`src/common/cp15_config.svh`:
```
`ifndef CP15_CONFIG_SVH
`define CP15_CONFIG_SVH

// ----------------------------------------
// primary register numbers (crn)
// ----------------------------------------

`define CP15_CRN_CPUID   4'd0
`define CP15_CRN_SYSCFG  4'd1
`define CP15_CRN_TTBR    4'd2
`define CP15_CRN_DOMAIN  4'd3
`define CP15_CRN_FSR     4'd5
`define CP15_CRN_FAR     4'd6

// ----------------------------------------
// constants and write masks
// ----------------------------------------

// main id word returned for crn 0
`define CP15_CPUID_VALUE 32'h0001_c150

// only M (bit 0) and V (bit 13) are implemented
`define CP15_SYSCFG_MASK 32'h0000_2001

// table base is 16 KB aligned
`define CP15_TTBR_MASK   32'hffff_c000

`endif

```
`src/common/cp15_pkg.sv`:
```
package cp15_pkg;

	// ----------------------------------------
	// basic scalar types
	// ----------------------------------------

	typedef logic [31:0] word;
	typedef logic [31:0] ptr;       // virtual address
	typedef logic [3:0]  reg_num;   // crn or crm
	typedef logic [2:0]  cp_opcode; // opc1 or opc2

	typedef logic [3:0]  mmu_fault_type;
	typedef logic [3:0]  mmu_domain;
	typedef logic [17:0] mmu_base;  // table base above the 16 KB alignment

	// decoded coprocessor instruction as seen by the core
	typedef struct packed {
		reg_num   crn;
		reg_num   crm;
		cp_opcode op1;
		cp_opcode op2;
		logic     load; // core reads from cp15
	} coproc_decode;

	// ----------------------------------------
	// register layouts
	// ----------------------------------------

	typedef struct packed {
		logic [17:0] rsvd_hi;
		logic        high_vectors; // bit 13
		logic [11:0] rsvd_lo;
		logic        mmu_enable;   // bit 0
	} sctlr_fields;

	// stored raw under a mask, consumed through its fields
	typedef union packed {
		word         raw;
		sctlr_fields f;
	} syscfg_word;

	typedef struct packed {
		logic [23:0]   zero;
		mmu_domain     domain;
		mmu_fault_type ftype;
	} fsr_word;

	// ----------------------------------------
	// pipeline types
	// ----------------------------------------

	// one-hot, all zero for an unimplemented crn
	typedef struct packed {
		logic cpuid;
		logic syscfg;
		logic ttbr;
		logic domain;
		logic far;
		logic fsr;
	} cp15_sel;

	typedef struct packed {
		logic    valid;
		logic    load;
		cp15_sel sel;
		word     data; // store data, unused for loads
	} cp15_req;

	typedef struct packed {
		logic    enable;
		logic    high_vectors;
		word     dac;
		mmu_base ttbr;
	} mmu_ctrl;

endpackage

```
`src/cp15/cp15_issue.sv`:
```
`timescale 1ns/1ps

`include "cp15_config.svh"

module cp15_issue
(
	input  logic                   clk,
	input  logic                   rst,
	input  logic                   transfer,
	input  cp15_pkg::coproc_decode dec,
	input  cp15_pkg::word          write,
	output cp15_pkg::cp15_req      req
);

	cp15_pkg::cp15_sel sel_next;

	// ----------------------------------------
	// crn decode
	// ----------------------------------------

	always_comb begin
		sel_next = '0;
		case (dec.crn)
			`CP15_CRN_CPUID: begin
				sel_next.cpuid = 1'b1;
			end
			`CP15_CRN_SYSCFG: begin
				sel_next.syscfg = 1'b1;
			end
			`CP15_CRN_TTBR: begin
				sel_next.ttbr = 1'b1;
			end
			`CP15_CRN_DOMAIN: begin
				sel_next.domain = 1'b1;
			end
			`CP15_CRN_FAR: begin
				sel_next.far = 1'b1;
			end
			`CP15_CRN_FSR: begin
				sel_next.fsr = 1'b1;
			end
			default: begin
				sel_next = '0; // unimplemented, reads as zero
			end
		endcase
	end

	// ----------------------------------------
	// issue register
	// ----------------------------------------

	always_ff @(posedge clk) begin
		if (rst) begin
			req.valid <= 1'b0;
		end else begin
			req.valid <= transfer;
		end
	end

	// payload follows the strobe, qualified downstream by valid
	always_ff @(posedge clk) begin
		if (transfer) begin
			req.load <= dec.load;
			req.sel  <= sel_next;
			req.data <= write;
		end
	end

endmodule

```
`src/cp15/cp15_readout.sv`:
```
`timescale 1ns/1ps

`include "cp15_config.svh"

module cp15_readout
(
	input  logic                 clk,
	input  logic                 rst,
	input  cp15_pkg::cp15_req    req,
	input  cp15_pkg::syscfg_word syscfg,
	input  cp15_pkg::word        ttbr,
	input  cp15_pkg::word        dac,
	input  cp15_pkg::ptr         far,
	input  cp15_pkg::fsr_word    fsr,
	output cp15_pkg::word        read,
	output logic                 read_valid
);

	cp15_pkg::word read_next;
	logic          load;

	assign load = req.valid && req.load;

	// and-or mux over the one-hot select, empty select gives zero
	always_comb begin
		read_next = '0;
		read_next |= {32{req.sel.cpuid}}  & `CP15_CPUID_VALUE;
		read_next |= {32{req.sel.syscfg}} & syscfg.raw;
		read_next |= {32{req.sel.ttbr}}   & ttbr;
		read_next |= {32{req.sel.domain}} & dac;
		read_next |= {32{req.sel.far}}    & far;
		read_next |= {32{req.sel.fsr}}    & fsr;
	end

	always_ff @(posedge clk) begin
		if (rst) begin
			read_valid <= 1'b0;
		end else begin
			read_valid <= load; // stores never pulse
		end
	end

	always_ff @(posedge clk) begin
		if (load) begin
			read <= read_next;
		end
	end

endmodule

```
`src/cp15/cp15_regs.sv`:
```
`timescale 1ns/1ps

`include "cp15_config.svh"

module cp15_regs
(
	input  logic                    clk,
	input  logic                    rst,
	input  cp15_pkg::cp15_req       req_in,

	input  logic                    fault_register,
	input  logic                    fault_page,
	input  cp15_pkg::ptr            fault_addr,
	input  cp15_pkg::mmu_fault_type fault_type,
	input  cp15_pkg::mmu_domain     fault_domain,

	output cp15_pkg::cp15_req       req_out,
	output cp15_pkg::syscfg_word    syscfg,
	output cp15_pkg::word           ttbr,
	output cp15_pkg::word           dac,
	output cp15_pkg::ptr            far,
	output cp15_pkg::fsr_word       fsr,
	output cp15_pkg::mmu_ctrl       mmu
);

	logic              store;
	cp15_pkg::fsr_word fsr_store;
	cp15_pkg::fsr_word fsr_fault;

	assign store = req_in.valid && !req_in.load;

	// only domain and status survive a store
	always_comb begin
		fsr_store        = '0;
		fsr_store.domain = req_in.data[7:4];
		fsr_store.ftype  = req_in.data[3:0];
	end

	// section faults carry no valid domain
	always_comb begin
		fsr_fault        = '0;
		fsr_fault.domain = fault_page ? fault_domain : '0;
		fsr_fault.ftype  = fault_type;
	end

	// ----------------------------------------
	// configuration registers
	// ----------------------------------------

	always_ff @(posedge clk) begin
		if (rst) begin
			syscfg <= '0;
			ttbr   <= '0;
			dac    <= '0;
		end else if (store) begin
			if (req_in.sel.syscfg) begin
				syscfg.raw <= req_in.data & `CP15_SYSCFG_MASK;
			end
			if (req_in.sel.ttbr) begin
				ttbr <= req_in.data & `CP15_TTBR_MASK;
			end
			if (req_in.sel.domain) begin
				dac <= req_in.data;
			end
		end
	end

	// ----------------------------------------
	// fault registers
	// ----------------------------------------

	always_ff @(posedge clk) begin
		if (rst) begin
			far <= '0;
			fsr <= '0;
		end else if (fault_register) begin
			far <= fault_addr; // mmu capture beats a store
			fsr <= fsr_fault;
		end else if (store) begin
			if (req_in.sel.far) begin
				far <= req_in.data;
			end
			if (req_in.sel.fsr) begin
				fsr <= fsr_store;
			end
		end
	end

	// ----------------------------------------
	// forward to read-out
	// ----------------------------------------

	always_ff @(posedge clk) begin
		if (rst) begin
			req_out.valid <= 1'b0;
		end else begin
			req_out.valid <= req_in.valid;
		end
	end

	always_ff @(posedge clk) begin
		req_out.load <= req_in.load;
		req_out.sel  <= req_in.sel;
		req_out.data <= req_in.data;
	end

	// mmu sees register state directly, no extra stage
	always_comb begin
		mmu.enable       = syscfg.f.mmu_enable;
		mmu.high_vectors = syscfg.f.high_vectors;
		mmu.dac          = dac;
		mmu.ttbr         = ttbr[31:14];
	end

endmodule

```
`src/hdl/cp15_top.sv`:
```
`timescale 1ns/1ps

module cp15_top
(
	input  logic                    clk,
	input  logic                    rst,
	input  logic                    transfer,
	input  cp15_pkg::coproc_decode  dec,
	input  cp15_pkg::word           write,

	input  logic                    fault_register,
	input  logic                    fault_page,
	input  cp15_pkg::ptr            fault_addr,
	input  cp15_pkg::mmu_fault_type fault_type,
	input  cp15_pkg::mmu_domain     fault_domain,

	output cp15_pkg::word           read,
	output logic                    read_valid,
	output cp15_pkg::word           mmu_dac,
	output logic                    high_vectors,
	output logic                    mmu_enable,
	output cp15_pkg::mmu_base       mmu_ttbr
);

	cp15_pkg::cp15_req    issue_req;
	cp15_pkg::cp15_req    regs_req;
	cp15_pkg::syscfg_word syscfg;
	cp15_pkg::word        ttbr;
	cp15_pkg::word        dac;
	cp15_pkg::ptr         far;
	cp15_pkg::fsr_word    fsr;
	cp15_pkg::mmu_ctrl    mmu;

	// ----------------------------------------
	// pipeline stages
	// ----------------------------------------

	cp15_issue issue0
	(
		.clk      (clk),
		.rst      (rst),
		.transfer (transfer),
		.dec      (dec),
		.write    (write),
		.req      (issue_req)
	);

	cp15_regs regs0
	(
		.req_in  (issue_req),
		.req_out (regs_req),
		.*
	);

	cp15_readout readout0
	(
		.req (regs_req),
		.*
	);

	assign mmu_enable   = mmu.enable;
	assign high_vectors = mmu.high_vectors;
	assign mmu_dac      = mmu.dac;
	assign mmu_ttbr     = mmu.ttbr;

endmodule

```
`config.mk`:
```
export PLATFORM = sky130hd
export DESIGN_NAME = cp15_top
export DESIGN_NICKNAME = d
export VERILOG_FILES = /design/src/common/cp15_pkg.sv /design/src/cp15/cp15_issue.sv /design/src/cp15/cp15_readout.sv /design/src/cp15/cp15_regs.sv /design/src/hdl/cp15_top.sv
export VERILOG_INCLUDE_DIRS = /design/src /design/src/common
export SDC_FILE = /design/constraint.sdc
export NUM_CORES = 1
export LEC_CHECK = 0
export ABC_AREA = 0
export BUFFER_PORTS_ARGS = -buffer_cell sky130_fd_sc_hd__buf_2
export CAP_MARGIN = 20
export CORE_AREA = 2 2 117 119
export DETAILED_ROUTE_END_ITERATION = 10
export DIE_AREA = 0 0 119 121
export GPL_ROUTABILITY_DRIVEN = 0
export PLACE_DENSITY = 0.79
export SLEW_MARGIN = 20
export SYNTH_ARGS = -nofsm -noshare
export SYNTH_HDL_FRONTEND = slang
export SYNTH_SLANG_ARGS = --single-unit
```
`constraint.sdc`:
```
create_clock -name clk -period 2 [get_ports clk]
set_input_delay 0.2 -clock clk [delete_from_list [all_inputs] [get_ports clk]]
set_output_delay 0.2 -clock clk [all_outputs]
set_load 0.02 [all_outputs]
```
# == After elaboration in Yosys (flattened, before gate mapping) ==
# Index checks and enable logic that the tools add are counted.
# word_totals
regBits,173
inputBits,92
output_inout_bits,85
elab_cells,65
# classes
eq_ne,5
mux,13
bitwise_logic,10
n_reduce_logical,12
# ops
cell,count
OR 32 bit,4
bitwise AND 32 bit,3
2-to-1 mux 32 bit,3
bitwise AND 32 x 14 -> 32 bit,1
bitwise AND 32 x 8 -> 32 bit,1
OR 17 x 32 -> 32 bit,1
2-to-1 mux 8 bit,3
AND reduction 2 bit,5
"equality test 4 x 2 -> 1 bit, second input constant",2
"equality test 4 x 3 -> 1 bit, second input constant",2
2-to-1 mux 1 bit,6
nonzero test 2 bit,3
"equality test 4 x 1 -> 1 bit, second input constant",1
zero test 4 bit,1
2-to-1 mux 4 bit,1
logical AND 1 bit,2
zero test 1 bit,1

# == Logic depth before layout (Yosys ltp) ==
# logic_depth
depth_word,6
ltp_mapped,6
mapped_depth_nobuf,3

# == By module ==
# Synthesis repeated with hierarchy kept, for this count alone.
# hier_totals
cells_unflattened,817
hier_area_um2,8752.1
# by_module_without_submodules
mod,instances,cells_per_inst,area_each_um2,seq_area_each_um2
cp15_regs,1,618,5691.7,2642.5
cp15_readout,1,152,1801.7,980.9
cp15_issue,1,47,1258.7,1191.1

# == Worst setup path after synthesis ==
# Ideal clock, no wire load.
# synth_path
kind,register -> register
startpoint,register regs0.req_out[39] (netlist name)
endpoint,register readout0.read[0] (enable)
setup_ns,0.393
arrival_time_ns,1.095
path_slack_ns,0.512
path_stages_with_launch,2
path_buffers,0
synth_period_minus_slack_ns,1.488
path_cell_list,dfxtp_1 > and2_1
# synth_between
elab_chain_cells,1
# synth_lines
item,line_no,rtl
from (decl),cp15_regs.sv:17,"output cp15_pkg::cp15_req req_out,"
logical AND 1 bit,cp15_readout.sv:22,assign load = req.valid && req.load;
named net readout0.load,cp15_readout.sv:20,logic load;
to (signal assigned),cp15_readout.sv:45,read <= read_next;
to (decl),cp15_readout.sv:15,"output cp15_pkg::word read,"
# The timed path passes the listed nets, and every way through them passes these cells.
# A chain may end at the register's enable or synchronous reset.

# == Worst setup path after layout ==
# layout_path
startpoint,register issue0.req[38] (netlist name)
endpoint,register regs0.far[15]
# layout_between
elab_chain_cells,4
# layout_lines
item,line_no,rtl
from (decl),cp15_issue.sv:12,output cp15_pkg::cp15_req req
zero test 1 bit,cp15_regs.sv:30,assign store = req_in.valid && !req_in.load;
logical AND 1 bit,cp15_regs.sv:30,
nonzero test 2 bit (no source line),n/a,
AND reduction 2 bit (no source line),n/a,
to (signal assigned),cp15_regs.sv:77,far <= fault_addr;
to (signal assigned),cp15_regs.sv:81,far <= req_in.data;
to (decl),cp15_regs.sv:21,"output cp15_pkg::ptr far,"
# Every way passes these cells.

==> qor.yml <==
cts:
  clock_latency_ns: 0.43
  hold_buffers: 33
  cts_sinks: 173
  cts-resized-gates: 0
  cts_tree: "done"
  clock-root-buffer: "clkbuf_16"
  ctsLongestPathBuffers: 2
  cts_buffers: 17
  clkTransAtPathRegs_ns: 0.06
  post_cts_buffers: 0
  htreeDepth: 4
worst_setup_path:
  cp.required_ns: 2.34
  rr_endpoint: "regs0.far[15]$_SDFFE_PP0P_"
  r2r_cells: 4
  crit_path_end: "regs0.far[15]$_SDFFE_PP0P_"
  reg2reg_from: "issue0.req[38]$_DFFE_PP_"
  end_kind: "flip-flop"
  critPathLaunchType: "flip-flop"
  cp.arrival_ns: 1.95
  crit_type: "flip-flop to flip-flop"
  cp_max_fo: 15
  regToRegSetupSlack_ns: 0.38
  cp-startpoint: "issue0.req[38]$_DFFE_PP_"
hold_path:
  min_path_type: "input pin to flip-flop"
die:
  die_h_um: 121
  io_pins: 177
  dieArea_sq_mm: 0.01440
  initial_core_util: 0.5243
  die_w_um: 119
  core_sq_mm: 0.01309
  fp-row-count: 42
cells_and_area:
  fin_util: 0.6679
  multiInputGateArea_sq_mm: 0.002197
  ff_latch_area_sq_mm: 0.004174
  drive_above_1_share: 0.3374
  area_growth_pct: 27.39
  layout.nets: 906
  nFillCells: 963
  n_antenna_cell: 0
  final_cell_mix: "buf_2, nand2_1, dfxtp_1"
  final_common_cell: "buf_2"
sta:
  drv_slew: 0
  slew_headroom: 0.4502
  rsz0062_at_grt: "no"
  worst_pin_slew_ns: 0.8236
  max_freq_mhz: 618.5
  hold_violations: 0
  min_period_ns: 1.617
  timing.final.setup_violations: 0
  final.setup.tns_ns: 0
  finalClockSkew_ns: 0.007076
  finalCritPeriodShare: 0.8084
run_status:
  status: "complete, no violations"
yosys:
  syn_avg_cell_area_sq_um: 10.96
  synthCells: 626
  syn_nets: 718
  yosysWarnings: 0
  synth_cell_type_count: 31
  syn_area_sq_mm: 0.006860
  seq_area_frac_synth: 0.6084
  ys_ff_latch: 173
placement:
  portBuffers: 166
  post-dp-hpwl_um: 11350
grt:
  overflow: 0
  antenna_found_initial: 0
  grt_start_max_net_pins: 96
  grt_pass1_wl_um: 28370
  track_usage: 0.2581
  grt_pass1_vias: 5620
routing:
  firstDrtPassIters: 10
  wl_per_cell_um: 18.37
  wl_um: 18430
  antenna_violating_nets_post_route: 0
  via_count: 5629
  drt_iter0_markers: 572
  drcViolationCount: 0
  vias_per_cell: 5.612
power_and_ir_drop:
  ir_worst_vdd_v: 0.0005899
  power.leakage_nw: 3.708
  power_density_mw_per_mm2: 900.2
flow_run:
  drv_cap: 0
[Yosys cell counts]
| cell type | n | area [sq um] |
|---|---|---|
| a22oi_1 | 7 | 52.55 |
| a21oi_2 | 30 | 262.8 |
| a222oi_1 | 21 | 210.2 |
| nand3_1 | 2 | 10.01 |
| nor4_1 | 1 | 6.260 |
| nand2_1 | 149 | 559.3 |
| a31oi_1 | 8 | 50.05 |
| nor3_1 | 3 | 15.01 |
| nand2b_1 | 3 | 18.77 |
| clkbuf_1 | 25 | 93.84 |
| a22o_1 | 4 | 35.03 |
| dfxtp_1 | 102 | 2042 |
| buf_12 | 3 | 60.06 |
| nor2_1 | 2 | 7.510 |
| buf_6 | 1 | 11.26 |
| and3b_1 | 3 | 26.28 |
| nand3b_2 | 1 | 11.26 |
| a21boi_0 | 4 | 30.03 |
| buf_2 | 15 | 75.07 |
| a221oi_1 | 6 | 52.55 |
| a221oi_2 | 30 | 450.4 |
| a21oi_1 | 59 | 295.3 |
| inv_1 | 57 | 214.0 |
| edfxtp_1 | 71 | 2132 |
| a221o_1 | 1 | 10.01 |
| and2_1 | 1 | 6.260 |
| nor2b_1 | 4 | 25.02 |
| a211oi_1 | 4 | 30.03 |
| clkbuf_4 | 2 | 15.01 |
| buf_4 | 3 | 22.52 |
| nand3b_1 | 4 | 30.03 |
[worst min path at each step]
stage	from	endpoint	cells after the start
2_1_floorplan	write[0]	issue0.req[0]$_DFFE_PP_	0
6_report	fault_addr[25]	regs0.far[25]$_SDFFE_PP0P_	3
4_1_cts	fault_addr[25]	regs0.far[25]$_SDFFE_PP0P_	3
3_5_place_dp	issue0.req[37]$_DFFE_PP_	regs0.req_out[37]$_DFF_P_	0
5_1_grt	fault_addr[29]	regs0.far[29]$_SDFFE_PP0P_	3
3_3_place_gp	issue0.req[37]$_DFFE_PP_	regs0.req_out[37]$_DFF_P_	0
[state kept, by name, summed over array words and instances (netlist names)]
signal               flops
issue0.req              40
readout0.read           32
regs0.dac               32
regs0.far               32
regs0.ttbr              18
regs0.fsr                8
regs0.req_out            8
regs0.syscfg             2
readout0.read_valid      1
[worst max-delay path, cell delays in order (launching register included)]
cell and delay [ns]:
edfxtp_1 0.50, and3b_2 0.32, buf_4 0.31, a21oi_1 0.12, a221oi_1 0.26
[per-layer routing]
metal,up-vias,routed length [um],GRT usage
met5,-,0,0
met4,0,548,0.1310
met3,51,1525,0.06861
met2,299,8961,0.4271
met1,2677,7389,0.3115
li1,2602,-,-
[kinds of logic after synthesis]
logic type / Yosys count / share of synthesized area
flip-flops: 173 / 0.6084
AO/OA/AOI/OAI: 174 / 0.2156
AND/OR/NAND/NOR: 173 / 0.1043
buffers and inverters: 106 / 0.07168
[per-stage QoR]
stage	instance area (sq um)	hold WS, ns	std cells	worst slack [ns]	power, mW
finish	8740	0.02595	1003	0.3832	7.868
global route	8740	0.01213	1003	0.2599	8.126
CTS	8740	0.01066	1003	0.3977	7.891
detailed placement	7846	0.3286	938	0.4245	4.744
global placement	7846	0.3274	938	0.4547	4.711
floorplan	6860	0.2989	626	0.5123	4.466
[cell type report]
cell class	instances	share of cell area
Inverter	57	0.02448
Tap cell	176	0.02520
Timing Repair Buffer	218	0.1569
Clock inverter	11	0.01059
Sequential cell	173	0.4776
Multi-Input combinational cell	347	0.2514
Clock buffer	21	0.05383
[where the power goes]
part / switching [mW] / internal [mW]
Clock: 1.34 / 1.80
Combinational: 0.405 / 0.307
Sequential: 0.154 / 3.87
Total: 1.89 / 5.97
Power figures use the tool's default switching activity.
